`src/rtl/lcd_timing_pkg.sv`:
```
package lcd_timing_pkg;

	// all values in microseconds, scaled by clk_per_us in the controller

	localparam int t_powerup = 500;		// wait after power is applied

	// initialization sequence
	localparam int t_init_pulse = 10;	// e high per init instruction
	localparam int t_init_gap1  = 50;	// after function set
	localparam int t_init_gap2  = 50;	// after display control
	localparam int t_init_gap3  = 200;	// after clear
	localparam int t_init_gap4  = 100;	// after entry mode

	// normal bus writes
	localparam int t_en_setup = 1;		// e low before the pulse
	localparam int t_en_high  = 13;		// e pulse width
	localparam int t_write    = 50;		// whole write slot

	// Clear and return-home run much longer inside the display.
	localparam int t_clear = 200;

endpackage

```
`src/rtl/lcd_cmd_pkg.sv`:
```
package lcd_cmd_pkg;

	// HD44780 instruction codes, option bits are OR-ed in by the user
	typedef enum logic [7:0] {
		op_write_data = 8'h00,	// data write, code comes from the character
		op_clear      = 8'h01,
		op_home       = 8'h02,
		op_entry_mode = 8'h04,	// 000001 I/D S
		op_disp_ctrl  = 8'h08,	// 00001 D C B
		op_func_set   = 8'h20,	// 001 DL N F 00
		op_set_ddram  = 8'h80	// 1 + 7-bit address
	} lcd_op_e;

	// one word on the display bus, sampled on the falling edge of e
	typedef struct packed {
		logic       rs;		// 1 selects the data register
		logic       rw;		// 1 reads, unused here
		logic [7:0] data;
	} bus_word_t;

	// queue entry from the host
	typedef struct packed {
		logic       clr;	// clear request, ch ignored
		logic [7:0] ch;
	} req_t;

	// DDRAM start address of each line on a two-line panel
	localparam logic [6:0] line1_addr = 7'h00;
	localparam logic [6:0] line2_addr = 7'h40;

endpackage
```
`src/rtl/lcd_top.sv`:
```
module lcd_top #(
	parameter int clk_per_us = 50,
	parameter int fifo_depth = 16,
	parameter int lcd_cols   = 16
) (
	input  logic       clk,
	input  logic       arst_n,
	input  logic       char_valid,
	input  logic [7:0] char_data,
	input  logic       clear_req,
	input  logic       cfg_lines,
	input  logic       cfg_font,
	input  logic       cfg_disp_on,
	input  logic       cfg_cursor,
	input  logic       cfg_blink,
	input  logic       cfg_inc,
	input  logic       cfg_shift,
	output logic       queue_full,
	output logic       busy,
	output logic       e,
	output logic       rs,
	output logic       rw,
	output logic [7:0] lcd_data
);

	lcd_cmd_pkg::req_t      wr_req;
	lcd_cmd_pkg::req_t      rd_req;
	logic                   wr_en;
	logic                   rd_en;
	logic                   empty;
	logic                   lcd_enable;
	lcd_cmd_pkg::bus_word_t lcd_bus;

	// clear wins over a character in the same cycle
	assign wr_en  = char_valid || clear_req;
	assign wr_req = clear_req ? {1'b1, 8'h00} : {1'b0, char_data};

	lcd_cmd_fifo #(
		.fifo_depth(fifo_depth)
	) u_lcd_cmd_fifo (
		.clk    (clk),
		.arst_n (arst_n),
		.wr_en  (wr_en),
		.wr_data(wr_req),
		.rd_en  (rd_en),
		.rd_data(rd_req),
		.empty  (empty),
		.full   (queue_full)
	);

	lcd_text_writer #(
		.lcd_cols(lcd_cols)
	) u_lcd_text_writer (
		.clk       (clk),
		.arst_n    (arst_n),
		.empty     (empty),
		.rd_data   (rd_req),
		.rd_en     (rd_en),
		.busy      (busy),
		.lcd_enable(lcd_enable),
		.lcd_bus   (lcd_bus)
	);

	lcd_ctrl #(
		.clk_per_us(clk_per_us)
	) u_lcd_ctrl (
		.clk        (clk),
		.arst_n     (arst_n),
		.cfg_lines  (cfg_lines),
		.cfg_font   (cfg_font),
		.cfg_disp_on(cfg_disp_on),
		.cfg_cursor (cfg_cursor),
		.cfg_blink  (cfg_blink),
		.cfg_inc    (cfg_inc),
		.cfg_shift  (cfg_shift),
		.lcd_enable (lcd_enable),
		.lcd_bus    (lcd_bus),
		.e          (e),
		.rs         (rs),
		.rw         (rw),
		.lcd_data   (lcd_data),
		.busy       (busy)
	);

endmodule

```
`src/rtl/lcd_ctrl.sv`:
```
module lcd_ctrl #(
	parameter int clk_per_us = 50
) (
	input  logic                   clk,
	input  logic                   arst_n,
	input  logic                   cfg_lines,
	input  logic                   cfg_font,
	input  logic                   cfg_disp_on,
	input  logic                   cfg_cursor,
	input  logic                   cfg_blink,
	input  logic                   cfg_inc,
	input  logic                   cfg_shift,
	input  logic                   lcd_enable,
	input  lcd_cmd_pkg::bus_word_t lcd_bus,
	output logic                   e,
	output logic                   rs,
	output logic                   rw,
	output logic [7:0]             lcd_data,
	output logic                   busy
);

	localparam int u = clk_per_us;
	localparam int powerup_len = lcd_timing_pkg::t_powerup * u;
	localparam int init_len = (4 * lcd_timing_pkg::t_init_pulse + lcd_timing_pkg::t_init_gap1
		+ lcd_timing_pkg::t_init_gap2 + lcd_timing_pkg::t_init_gap3
		+ lcd_timing_pkg::t_init_gap4) * u;
	localparam int cnt_max = (powerup_len > init_len) ? powerup_len : init_len;
	localparam int cnt_w = $clog2(cnt_max + 1);

	// init schedule as cycle offsets from the start of function set
	localparam int fs_end_i = lcd_timing_pkg::t_init_pulse * u;
	localparam int dc_start_i = fs_end_i + lcd_timing_pkg::t_init_gap1 * u;
	localparam int dc_end_i = dc_start_i + lcd_timing_pkg::t_init_pulse * u;
	localparam int clr_start_i = dc_end_i + lcd_timing_pkg::t_init_gap2 * u;
	localparam int clr_end_i = clr_start_i + lcd_timing_pkg::t_init_pulse * u;
	localparam int em_start_i = clr_end_i + lcd_timing_pkg::t_init_gap3 * u;
	localparam int em_end_i = em_start_i + lcd_timing_pkg::t_init_pulse * u;

	localparam logic [cnt_w-1:0] powerup_last = cnt_w'(powerup_len - 1);
	localparam logic [cnt_w-1:0] fs_end = cnt_w'(fs_end_i);
	localparam logic [cnt_w-1:0] dc_start = cnt_w'(dc_start_i);
	localparam logic [cnt_w-1:0] dc_end = cnt_w'(dc_end_i);
	localparam logic [cnt_w-1:0] clr_start = cnt_w'(clr_start_i);
	localparam logic [cnt_w-1:0] clr_end = cnt_w'(clr_end_i);
	localparam logic [cnt_w-1:0] em_start = cnt_w'(em_start_i);
	localparam logic [cnt_w-1:0] em_end = cnt_w'(em_end_i);
	localparam logic [cnt_w-1:0] init_end = cnt_w'(init_len);

	// write slot, offsets from the cycle the word goes on the bus
	localparam logic [cnt_w-1:0] en_on = cnt_w'(lcd_timing_pkg::t_en_setup * u);
	localparam logic [cnt_w-1:0] en_off =
		cnt_w'((lcd_timing_pkg::t_en_setup + lcd_timing_pkg::t_en_high) * u);
	localparam logic [cnt_w-1:0] write_len = cnt_w'(lcd_timing_pkg::t_write * u);
	localparam logic [cnt_w-1:0] clear_len = cnt_w'(lcd_timing_pkg::t_clear * u);

	typedef enum logic [1:0] {
		st_powerup,
		st_init,
		st_ready,
		st_write
	} state_e;

	state_e           state;
	logic [cnt_w-1:0] cnt;
	logic [cnt_w-1:0] cnt_nxt;
	logic             hold_long;	// clear or home in flight
	logic [cnt_w-1:0] hold_len;
	logic [7:0]       func_set_word;
	logic [7:0]       disp_ctrl_word;
	logic [7:0]       entry_word;
	logic             init_e;
	logic [7:0]       init_data;
	logic             is_slow_cmd;

	assign cnt_nxt  = cnt + 1'b1;
	assign hold_len = hold_long ? clear_len : write_len;

	assign func_set_word  = 8'(lcd_cmd_pkg::op_func_set) | {3'b000, 1'b1, cfg_lines, cfg_font, 2'b00};
	assign disp_ctrl_word = 8'(lcd_cmd_pkg::op_disp_ctrl)
		| {5'b00000, cfg_disp_on, cfg_cursor, cfg_blink};
	assign entry_word     = 8'(lcd_cmd_pkg::op_entry_mode) | {6'b000000, cfg_inc, cfg_shift};

	assign is_slow_cmd = !lcd_bus.rs && (lcd_bus.data == 8'(lcd_cmd_pkg::op_clear)
		|| lcd_bus.data == 8'(lcd_cmd_pkg::op_home));

	// e and data for the next init cycle; data stays put through each gap
	always_comb begin
		init_e = (cnt_nxt < fs_end)
			|| (cnt_nxt >= dc_start && cnt_nxt < dc_end)
			|| (cnt_nxt >= clr_start && cnt_nxt < clr_end)
			|| (cnt_nxt >= em_start && cnt_nxt < em_end);
		if (cnt_nxt < dc_start) begin
			init_data = func_set_word;
		end else if (cnt_nxt < clr_start) begin
			init_data = disp_ctrl_word;
		end else if (cnt_nxt < em_start) begin
			init_data = 8'(lcd_cmd_pkg::op_clear);
		end else begin
			init_data = entry_word;
		end
	end

	always_ff @(posedge clk or negedge arst_n) begin
		if (!arst_n) begin
			state     <= st_powerup;
			cnt       <= '0;
			hold_long <= 1'b0;
			busy      <= 1'b1;
			e         <= 1'b0;
			rs        <= 1'b0;
			rw        <= 1'b0;
			lcd_data  <= '0;
		end else begin
			case (state)
				st_powerup: begin
					if (cnt == powerup_last) begin
						state    <= st_init;
						cnt      <= '0;
						e        <= 1'b1;		// function set pulse starts
						lcd_data <= func_set_word;
					end else begin
						cnt <= cnt_nxt;
					end
				end
				st_init: begin
					if (cnt_nxt == init_end) begin
						state    <= st_ready;
						cnt      <= '0;
						busy     <= 1'b0;
						e        <= 1'b0;
						lcd_data <= '0;
					end else begin
						cnt      <= cnt_nxt;
						e        <= init_e;
						lcd_data <= init_data;
					end
				end
				st_ready: begin
					if (lcd_enable) begin
						state     <= st_write;
						cnt       <= '0;
						busy      <= 1'b1;
						hold_long <= is_slow_cmd;
						rs        <= lcd_bus.rs;
						rw        <= lcd_bus.rw;
						lcd_data  <= lcd_bus.data;
					end
				end
				st_write: begin
					if (cnt_nxt == hold_len) begin
						state    <= st_ready;
						cnt      <= '0;
						busy     <= 1'b0;
						rs       <= 1'b0;	// bus returns to idle
						rw       <= 1'b0;
						lcd_data <= '0;
					end else begin
						cnt <= cnt_nxt;
						e   <= (cnt_nxt >= en_on) && (cnt_nxt < en_off);
					end
				end
				default: state <= st_powerup;
			endcase
		end
	end

endmodule

```
`src/rtl/lcd_text_writer.sv`:
```
module lcd_text_writer #(
	parameter int lcd_cols = 16
) (
	input  logic                   clk,
	input  logic                   arst_n,
	input  logic                   empty,
	input  lcd_cmd_pkg::req_t      rd_data,
	output logic                   rd_en,
	input  logic                   busy,
	output logic                   lcd_enable,
	output lcd_cmd_pkg::bus_word_t lcd_bus
);

	localparam int col_w = $clog2(lcd_cols + 1);
	localparam logic [col_w-1:0] col_end = col_w'(lcd_cols);

	typedef enum logic [1:0] {
		st_idle,
		st_send,
		st_wait_start,
		st_wait_done
	} state_e;

	state_e           state;
	logic [col_w-1:0] col;		// next column to be written
	logic             line;		// 0 = top line
	logic [6:0]       wrap_addr;

	// address of the line that follows the current one
	assign wrap_addr = line ? lcd_cmd_pkg::line1_addr : lcd_cmd_pkg::line2_addr;

	always_ff @(posedge clk or negedge arst_n) begin
		if (!arst_n) begin
			state      <= st_idle;
			col        <= '0;
			line       <= 1'b0;
			rd_en      <= 1'b0;
			lcd_enable <= 1'b0;
			lcd_bus    <= '0;
		end else begin
			rd_en      <= 1'b0;
			lcd_enable <= 1'b0;
			case (state)
				st_idle: begin
					if (!empty) begin
						state <= st_send;
						if (rd_data.clr) begin
							lcd_bus <= {2'b00, 8'(lcd_cmd_pkg::op_clear)};
							col     <= '0;
							line    <= 1'b0;
							rd_en   <= 1'b1;
						end else if (col == col_end) begin
							// line is full, move the cursor first and keep the entry
							lcd_bus <= {2'b00, 8'(lcd_cmd_pkg::op_set_ddram) | {1'b0, wrap_addr}};
							col     <= '0;
							line    <= ~line;
						end else begin
							lcd_bus <= {2'b10, 8'(lcd_cmd_pkg::op_write_data) | rd_data.ch};
							col     <= col + 1'b1;
							rd_en   <= 1'b1;
						end
					end
				end
				st_send: begin
					if (!busy) begin		// controller idle for at least a cycle
						lcd_enable <= 1'b1;
						state      <= st_wait_start;
					end
				end
				st_wait_start: begin
					if (busy) begin		// word accepted
						state <= st_wait_done;
					end
				end
				st_wait_done: begin
					if (!busy) begin
						state <= st_idle;
					end
				end
				default: state <= st_idle;
			endcase
		end
	end

endmodule

```
`src/rtl/lcd_cmd_fifo.sv`:
```
module lcd_cmd_fifo #(
	parameter int fifo_depth = 16
) (
	input  logic                clk,
	input  logic                arst_n,
	input  logic                wr_en,
	input  lcd_cmd_pkg::req_t   wr_data,
	input  logic                rd_en,
	output lcd_cmd_pkg::req_t   rd_data,
	output logic                empty,
	output logic                full
);

	localparam int ptr_w = (fifo_depth > 1) ? $clog2(fifo_depth) : 1;
	localparam int cnt_w = $clog2(fifo_depth + 1);
	localparam logic [ptr_w-1:0] ptr_last = ptr_w'(fifo_depth - 1);
	localparam logic [cnt_w-1:0] cnt_full = cnt_w'(fifo_depth);

	lcd_cmd_pkg::req_t mem [fifo_depth];

	logic [ptr_w-1:0] wr_ptr;
	logic [ptr_w-1:0] rd_ptr;
	logic [cnt_w-1:0] count;
	logic             do_wr;
	logic             do_rd;

	assign do_wr = wr_en && !full;		// drop writes while full
	assign do_rd = rd_en && !empty;

	assign empty   = (count == '0);
	assign full    = (count == cnt_full);
	assign rd_data = mem[rd_ptr];		// valid while not empty

	always_ff @(posedge clk) begin
		if (do_wr) begin
			mem[wr_ptr] <= wr_data;
		end
	end

	always_ff @(posedge clk or negedge arst_n) begin
		if (!arst_n) begin
			wr_ptr <= '0;
			rd_ptr <= '0;
			count  <= '0;
		end else begin
			if (do_wr) begin
				wr_ptr <= (wr_ptr == ptr_last) ? '0 : wr_ptr + 1'b1;	// depth need not be 2^n
			end
			if (do_rd) begin
				rd_ptr <= (rd_ptr == ptr_last) ? '0 : rd_ptr + 1'b1;
			end
			case ({do_wr, do_rd})
				2'b10:   count <= count + 1'b1;
				2'b01:   count <= count - 1'b1;
				default: count <= count;	// both or neither
			endcase
		end
	end

endmodule

```
`config.mk`:
```
export PLATFORM = sky130hd
export DESIGN_NAME = lcd_top
export DESIGN_NICKNAME = d
export VERILOG_FILES = /design/src/rtl/lcd_timing_pkg.sv /design/src/rtl/lcd_cmd_pkg.sv /design/src/rtl/lcd_top.sv /design/src/rtl/lcd_ctrl.sv /design/src/rtl/lcd_text_writer.sv /design/src/rtl/lcd_cmd_fifo.sv
export SDC_FILE = /design/constraint.sdc
export NUM_CORES = 1
export LEC_CHECK = 0
export BUFFER_PORTS_ARGS = -buffer_cell sky130_fd_sc_hd__buf_2
export CAP_MARGIN = 30
export CORE_MARGIN = 2
export CORE_UTILIZATION = 31
export CTS_CLUSTER_SIZE = 20
export DETAILED_ROUTE_END_ITERATION = 16
export GPL_ROUTABILITY_DRIVEN = 1
export MAX_ROUTING_LAYER = met4
export SYNTH_ARGS = -nofsm -noshare
export SYNTH_HDL_FRONTEND = slang
export SYNTH_HIERARCHICAL = 1
export SYNTH_SLANG_ARGS = --single-unit
```
`constraint.sdc`:
```
create_clock -name clk -period 2.7 [get_ports clk]
set_clock_uncertainty 0.15 [all_clocks]
set_input_delay 0.27 -clock clk [delete_from_list [all_inputs] [get_ports clk]]
set_output_delay 0.27 -clock clk [all_outputs]
set_load 0.02 [all_outputs]
```
Yosys cells after proc, flatten, opt, wreduce, memory -nomap -nowiden
Memory sizes are Yosys's and may differ from the RTL's.
Cells that the tools add are included.

storage, ports and cells
  logic and storage cells = 153
  output and inout bits = 13
  input port bits = 19
  register bits after elaboration = 63
  memories kept = 1
  RAM bits = 144

memory list
  name                depth  bits a word  read ports  clocked after Yosys merged registers in  wr ports  RTL line            text
  u_lcd_cmd_fifo.mem  16     9            1           0                                        1         lcd_cmd_fifo.sv:19  lcd_cmd_pkg::req_t mem [fifo_depth];

operators by class
  $add $sub $neg = 6
  equality and inequality tests = 26
  bitwise logic cells = 2
  order comparisons = 12
  reduce and logical (&&, ||, !) cells = 32
  mux-type cells = 55

operators by type and width
  kind                   number
  $mux 15                4
  $pmux 15 s4            1
  $mux 8                 4
  $pmux 8 s4             1
  $eq 15x15->1 const B   2
  $lt 15x12->1 const B   2
  $lt 15x13->1 const B   2
  $lt 15x15->1 const B   2
  $mux 10                2
  $mux 1                 18
  $mux 2                 8
  $pmux 2 s4             2
  $add 15x1->15 const B  1
  $eq 15x15->1           1
  $ge 15x12->1 const B   1
  $ge 15x13->1 const B   1
  $ge 15x15->1 const B   1
  $ge 15x6->1 const B    1
  $lt 15x10->1 const B   1
  $lt 15x9->1 const B    1
  $mux 14                1
  $mux 4                 3
  $reduce_and 3->1       4
  $reduce_and 4->1       3
  other kinds (28)       66

Logic depth before layout (Yosys ltp)
  depth after elaboration = 8
  mapped depth = 12
  depth with buffers taken out = 9

Modules after synthesis
Netlist, hierarchy kept.

by module, submodules not included
  module           times used  seq. area each (µm²)  cells an instance  area each (µm²)
  lcd_cmd_fifo     1           4649.5                338                6412.4
  lcd_ctrl         1           752.0                 354                2824.0
  lcd_text_writer  1           475.5                 93                 959.7
  lcd_top          1           0.0                   9                  56.3

Worst setup path before layout
No wires, ideal clock.

  path kind = register to register
  start point = register u_lcd_cmd_fifo.count[1]
  end point = register u_lcd_cmd_fifo.count[4]
  cell stages (with the launch flop) = 9
  setup slack = -50 ps
  setup time = 80 ps
  buffers on the path = 0
  clock period less this slack = 2750 ps
  data arrival time = 2520 ps
  required time = 2470 ps
  cell sequence = dfrtp_1 or4_4 o21a_4 ha_1 fa_1 a21o_1 a21oi_1 mux2i_1 xnor2_1

between the ends
  word-level cells in the longest chain between the ends = 5
  elaborated cells on any way between the ends = 12
  classes of those cells = add/sub (2); eq/ne (3); mux (1); reduce/logical (6)

ends and longest elaborated chain
  item                                                    RTL line            text
  start, declared                                         lcd_cmd_fifo.sv:23  logic [cnt_w-1:0] count;
  start signal, assigned                                  lcd_cmd_fifo.sv:53  2'b10: count <= count + 1'b1;
  start signal, assigned                                  lcd_cmd_fifo.sv:54  2'b01: count <= count - 1'b1;
  start signal, assigned                                  lcd_cmd_fifo.sv:55  default: count <= count;
  $logic_not 5->1 (*)                                     lcd_cmd_fifo.sv:30  assign empty = (count == '0);
  $logic_not 1->1 (*)                                     --
  $logic_and 1x1->1 (*)                                   lcd_cmd_fifo.sv:28  assign do_rd = rd_en && !empty;
  named net u_lcd_cmd_fifo.do_rd                          lcd_cmd_fifo.sv:25  logic do_rd;
  $eq 2x1->1 / $eq 2x2->1 (equally long branches)         lcd_cmd_fifo.sv:52  case ({do_wr, do_rd})
  $pmux 5 s2 / $reduce_bool 2->1 (equally long branches)  --

Mark *: on every way through the listed nets, which the timed path passes. The rest lies on a longest branch.
A chain may end at the register's enable or synchronous reset.

Worst setup path after layout
  start point = register u_lcd_ctrl.cnt[0]
  end point = register u_lcd_ctrl.e

between the ends
  word-level cells in the longest chain between the ends = 8
  elaborated cells on any way between the ends = 26
  classes of those cells = add/sub (1); order compare (9); eq/ne (5); mux (3); reduce/logical (8)

ends and longest elaborated chain
  item                                                 RTL line         text
  start, declared                                      lcd_ctrl.sv:64   logic [cnt_w-1:0] cnt;
  start signal, assigned                               lcd_ctrl.sv:122  cnt <= cnt_nxt;
  start signal, assigned                               lcd_ctrl.sv:133  cnt <= cnt_nxt;
  start signal, assigned                               lcd_ctrl.sv:158  cnt <= cnt_nxt;
  $add 15x1->15                                        lcd_ctrl.sv:75   assign cnt_nxt = cnt + 1'b1;
  $ge 15x12->1 / $lt 15x12->1 (equally long branches)  lcd_ctrl.sv:89   || (cnt_nxt >= dc_start && cnt_nxt < dc_end)
  $logic_and 1x1->1                                    lcd_ctrl.sv:89
  $logic_or 1x1->1                                     lcd_ctrl.sv:89
  $logic_or 1x1->1                                     lcd_ctrl.sv:90   || (cnt_nxt >= clr_start && cnt_nxt < clr_end)
  $logic_or 1x1->1                                     lcd_ctrl.sv:91   || (cnt_nxt >= em_start && cnt_nxt < em_end);
  $mux 1                                               lcd_ctrl.sv:126  if (cnt_nxt == init_end) begin
  $pmux 1 s3                                           lcd_ctrl.sv:114  case (state)
  end signal, assigned                                 lcd_ctrl.sv:134  e <= init_e;
  end signal, assigned                                 lcd_ctrl.sv:159  e <= (cnt_nxt >= en_on) && (cnt_nxt < en_off);
  end, declared                                        lcd_ctrl.sv:15   output logic e,

Parallel ways exist; a longest one is shown, timed or not. The select of a mux whose other input is x is not followed.

==> impl_results.md <==
* Status: complete, but fails checks
* Failing checks: negative hold slack, negative setup slack
* Worst Slack Setup Final at -67.95 ps
* # nets final at 1013
* # diodes at 0
* Clk Latency, worst-skew pair at 530 ps
* Startpoint Class: flip-flop
* Max-Cap Viols at 0
* P per Cell Area at 806.3 nW/um^2
* Ranking of synthesized cells by area: edfxtp_1, dfrtp_1, mux4_2, mux2i_1, nand2_1
* Syn avg cell area at 12.91 sq um
* Core box area at 32540 sq um
* CTS buffer count at 24
* Met1 wire length at 11830 um
* Cell family with most CP delay: compound AO/OA/AOI/OAI gates
* Slew @ Worst Pin at 1042 ps
* Syn nets at 830
* GRT Overall Usage at 15.58%
* Post-synth top flop: edfxtp_1
* Post-synth ARST share at 30.10%
* R2r setup slk at -70 ps
* Static Leak at 5.206 nW
* Pre-CTS WS at -242.5 ps
* CTS Sinks at 206
* R2R Path Start: u_lcd_ctrl/cnt[0]$_DFFE_PN0N_
* Worst R2R Path Depth at 10
* Die Area at 34540 sq um
* Met2 WL at 12300 um
* Starting Density at 31.51%
* Final HPWL DP at 17870 um
* Worst hold path type: in -> reg
* Num rows at 66
* Sw frac at 31.13%
* Final Util at 41.17%
* Reg clk slew, reported paths at 60 ps
* Die X at 185.9 um
* Area growth from synthesis to layout at 30.64%
* Critical path arrival at 3020 ps
* Buf+Inv Stages, Crit Path at 2
* Net switching power at 3.362 mW
* Final hold viol count at 3
* Final Critical Period at 2768 ps
* CTS max path bufs at 3
* Hold Startpoint: char_data[3]
* DRT iter0 DRCs at 654
* Hold Path Depth at 2
* Ports at 32
* Seq pwr share at 39.6%
* Crit path cell chain: ha_4 -> buf_6 -> nor2b_4 -> buf_4 -> or4_1 -> a21oi_1 -> a2111oi_2 -> o21ai_0 -> nand3_1 -> o32a_1
* EDFF count, synth at 144
* Routed Antenna Nets at 0
* Total number of vias at 7312
* Initial antenna violation count at 0
* Routed WL at 26020 um
* Die Y-Extent at 185.9 um
* CTS Root Cell: clkbuf_16
* Share of cells above drive strength 1 at 35.78%
* DR vias/cell at 5.088
* Largest net degree at the start of global routing at 37
* Worst hold slack at -4.068 ps
* H-Tree Depth at 1
* Area share of the largest cell type after synthesis at 42.18%
* RSZ-0062 raised after global routing: true
* Netlist cell types at 91
* CTS tree: yes
* Global-route wire length before repair at 40810 um
* Worst r2r dst: u_lcd_ctrl/e$_DFFE_PN0P_
* Power share of the clock group at 31.0%
* Synthesized cell area at 10250 sq um
* Routability Congestion at 0.9011
* Crit path required time at 2950 ps
* Vias in the first global route at 7295
* Fmax at 361.3 MHz
* VDD IR max at 0.0004842 V
* Setup violations, final at 9
* Post-synth top area cell: edfxtp_1
* Total negative setup slack at -221.9 ps
* WL met3 at 1352 um
* Yosys warnings at 6
* Worst setup EP type: flip-flop
* Drt pass-1 iters at 5
* Final Slew Violations at 0
* Top Metal Used: met4
* I/O Buffers at 31
* Rel. slew slack at 30.36%
* Final period utilization at 102.5%
* Synth top cells by count: edfxtp_1, nand2_1, dfrtp_1
* Most frequent cell after synthesis: edfxtp_1
* CP peak stage delay at 490 ps
* Slowest CP cell: or4_1
* Yosys reg bits at 206
* Pint at 7.439 mW
* CP Max Fanout at 5
* Seq/Total Area, Yosys at 57.32%
* Hold endpoint: u_lcd_cmd_fifo/mem[9][3]$_DFFE_PP_
* Post-Syn Instances at 794
* Comb power frac at 29.5%
* Drt drc at 0
* Gr ovfl total at 0
* Setup CP Type: reg -> reg
* Wire length per cell at 18.11 um
area by class of cell:
type / instances / area [sq um]
fill: 3029 / 19140
clock buffer: 29 / 619.3
clock inverter: 15 / 209.0
inverter: 18 / 67.56
multi-input combinational: 522 / 4469
tap: 442 / 553.0
sequential: 206 / 5883
timing repair buffer: 205 / 1593
what timing repair did:
| item | 4_1_cts | 5_1_grt |
|---|---|---|
| resized for setup | 40 | 78 |
| pin swaps | 15 | 36 |
| hold endpoints to repair | 30 | 0 |
| hold buffers | 8 | 0 |
| cloned | 1 | 1 |
| endpoints found under the setup margin | 27 | 28 |
| buffers inserted | 8 | 16 |
worst max path at each step:
stage | slack (ps) | cells after the start | from | to
6_report | -70 | 10 | u_lcd_ctrl/cnt[0]$_DFFE_PN0N_ | u_lcd_ctrl/e$_DFFE_PN0P_
3_3_place_gp | -240 | 11 | u_lcd_ctrl/cnt[0]$_DFFE_PN0N_ | u_lcd_ctrl/e$_DFFE_PN0P_
3_5_place_dp | -240 | 11 | u_lcd_ctrl/cnt[0]$_DFFE_PN0N_ | u_lcd_ctrl/lcd_data[2]$_DFFE_PN0P_
5_1_grt | -170 | 12 | u_lcd_ctrl/cnt[0]$_DFFE_PN0N_ | u_lcd_ctrl/cnt[3]$_DFFE_PN0N_
4_1_cts | -4 | 12 | u_lcd_ctrl/cnt[1]$_DFFE_PN0N_ | u_lcd_ctrl/e$_DFFE_PN0P_
2_1_floorplan | 0.6 | 8 | u_lcd_cmd_fifo/count[1]$_DFFE_PN0P_ | u_lcd_cmd_fifo/count[4]$_DFFE_PN0P_
registers in the layout, summed over array words and instances, names as in the netlist:
| register | count |
|---|---|
| u_lcd_text_writer/lcd_bus | 9 |
| u_lcd_cmd_fifo/rd_ptr | 4 |
| u_lcd_cmd_fifo/wr_ptr | 4 |
| u_lcd_text_writer/state | 2 |
| u_lcd_cmd_fifo/count | 5 |
| u_lcd_ctrl/rw | 1 |
| u_lcd_ctrl/lcd_data | 8 |
| u_lcd_ctrl/busy | 1 |
| u_lcd_text_writer/line | 1 |
| u_lcd_ctrl/cnt | 15 |
| u_lcd_text_writer/rd_en | 1 |
| u_lcd_ctrl/hold_long | 1 |
| u_lcd_text_writer/col | 5 |
| u_lcd_ctrl/state | 2 |
| u_lcd_ctrl/rs | 1 |
| u_lcd_ctrl/e | 1 |
| u_lcd_cmd_fifo/mem | 144 |
| u_lcd_text_writer/lcd_enable | 1 |
cells in the final DEF (no fill, tap or decap), types with 5 or more instances in the layout:
master / n
a21o_1: 6
a21oi_1: 16
a21oi_2: 8
a22o_1: 5
a22oi_1: 10
a31oi_1: 10
a32oi_1: 12
and2_1: 5
and3_1: 5
buf_2: 31
buf_4: 147
buf_6: 15
clkbuf_1: 5
clkbuf_16: 25
clkinv_2: 5
dfrtp_1: 56
dfrtp_2: 5
dlygate4sd3_1: 8
edfxtp_1: 144
ha_1: 14
inv_1: 17
mux2i_1: 31
mux4_1: 8
mux4_2: 19
nand2_1: 64
nand2b_1: 13
nand3_1: 15
nand3_2: 6
nand4_1: 10
nor2_1: 45
nor2b_1: 18
nor3_1: 10
o211ai_1: 5
o21a_1: 5
o21ai_0: 24
o21ai_1: 19
o22ai_1: 6
xnor2_1: 12
through the flow:
stage / cell area, sq um / instances / hold slack [ps] / total power, mW
2_1_floorplan: 10250 / 794 / -175.6 / 6.498
3_3_place_gp: 11680 / 1350 / 219.5 / 7.381
3_5_place_dp: 11710 / 1353 / 222.2 / 7.476
4_1_cts: 12900 / 1414 / 24.91 / 10.89
5_1_grt: 13390 / 1437 / 2.092 / 11.41
6_report: 13390 / 1437 / -4.068 / 10.80
layer usage:
layer / global-route usage [%] / up-vias
met5: - / -
met2: 24.55 / 209
met4: 3.874 / 0
met3: 2.133 / 48
met1: 21.31 / 3625
li1: - / 3430
logic make-up after synthesis:
group	Yosys count	share of synthesized area (%)
adder cells (fa/ha/maj)	17	2.148
flip-flops	206	57.32
XOR/XNOR	23	1.965
AO/OA/AOI/OAI	171	11.85
buffers and inverters	67	3.515
other	1	0.03658
AND/OR/NAND/NOR	246	13.30
multiplexers	63	9.861
power by group through the flow:
stage	clock, mW	combinational, mW	sequential (mW)
2_1_floorplan	0	2.32	4.18
3_3_place_gp	0	3.06	4.32
3_5_place_dp	0	3.14	4.34
4_1_cts	3.43	3.18	4.28
5_1_grt	3.55	3.52	4.34
6_report	3.34	3.18	4.27
(Power assumes the default switching activity.)
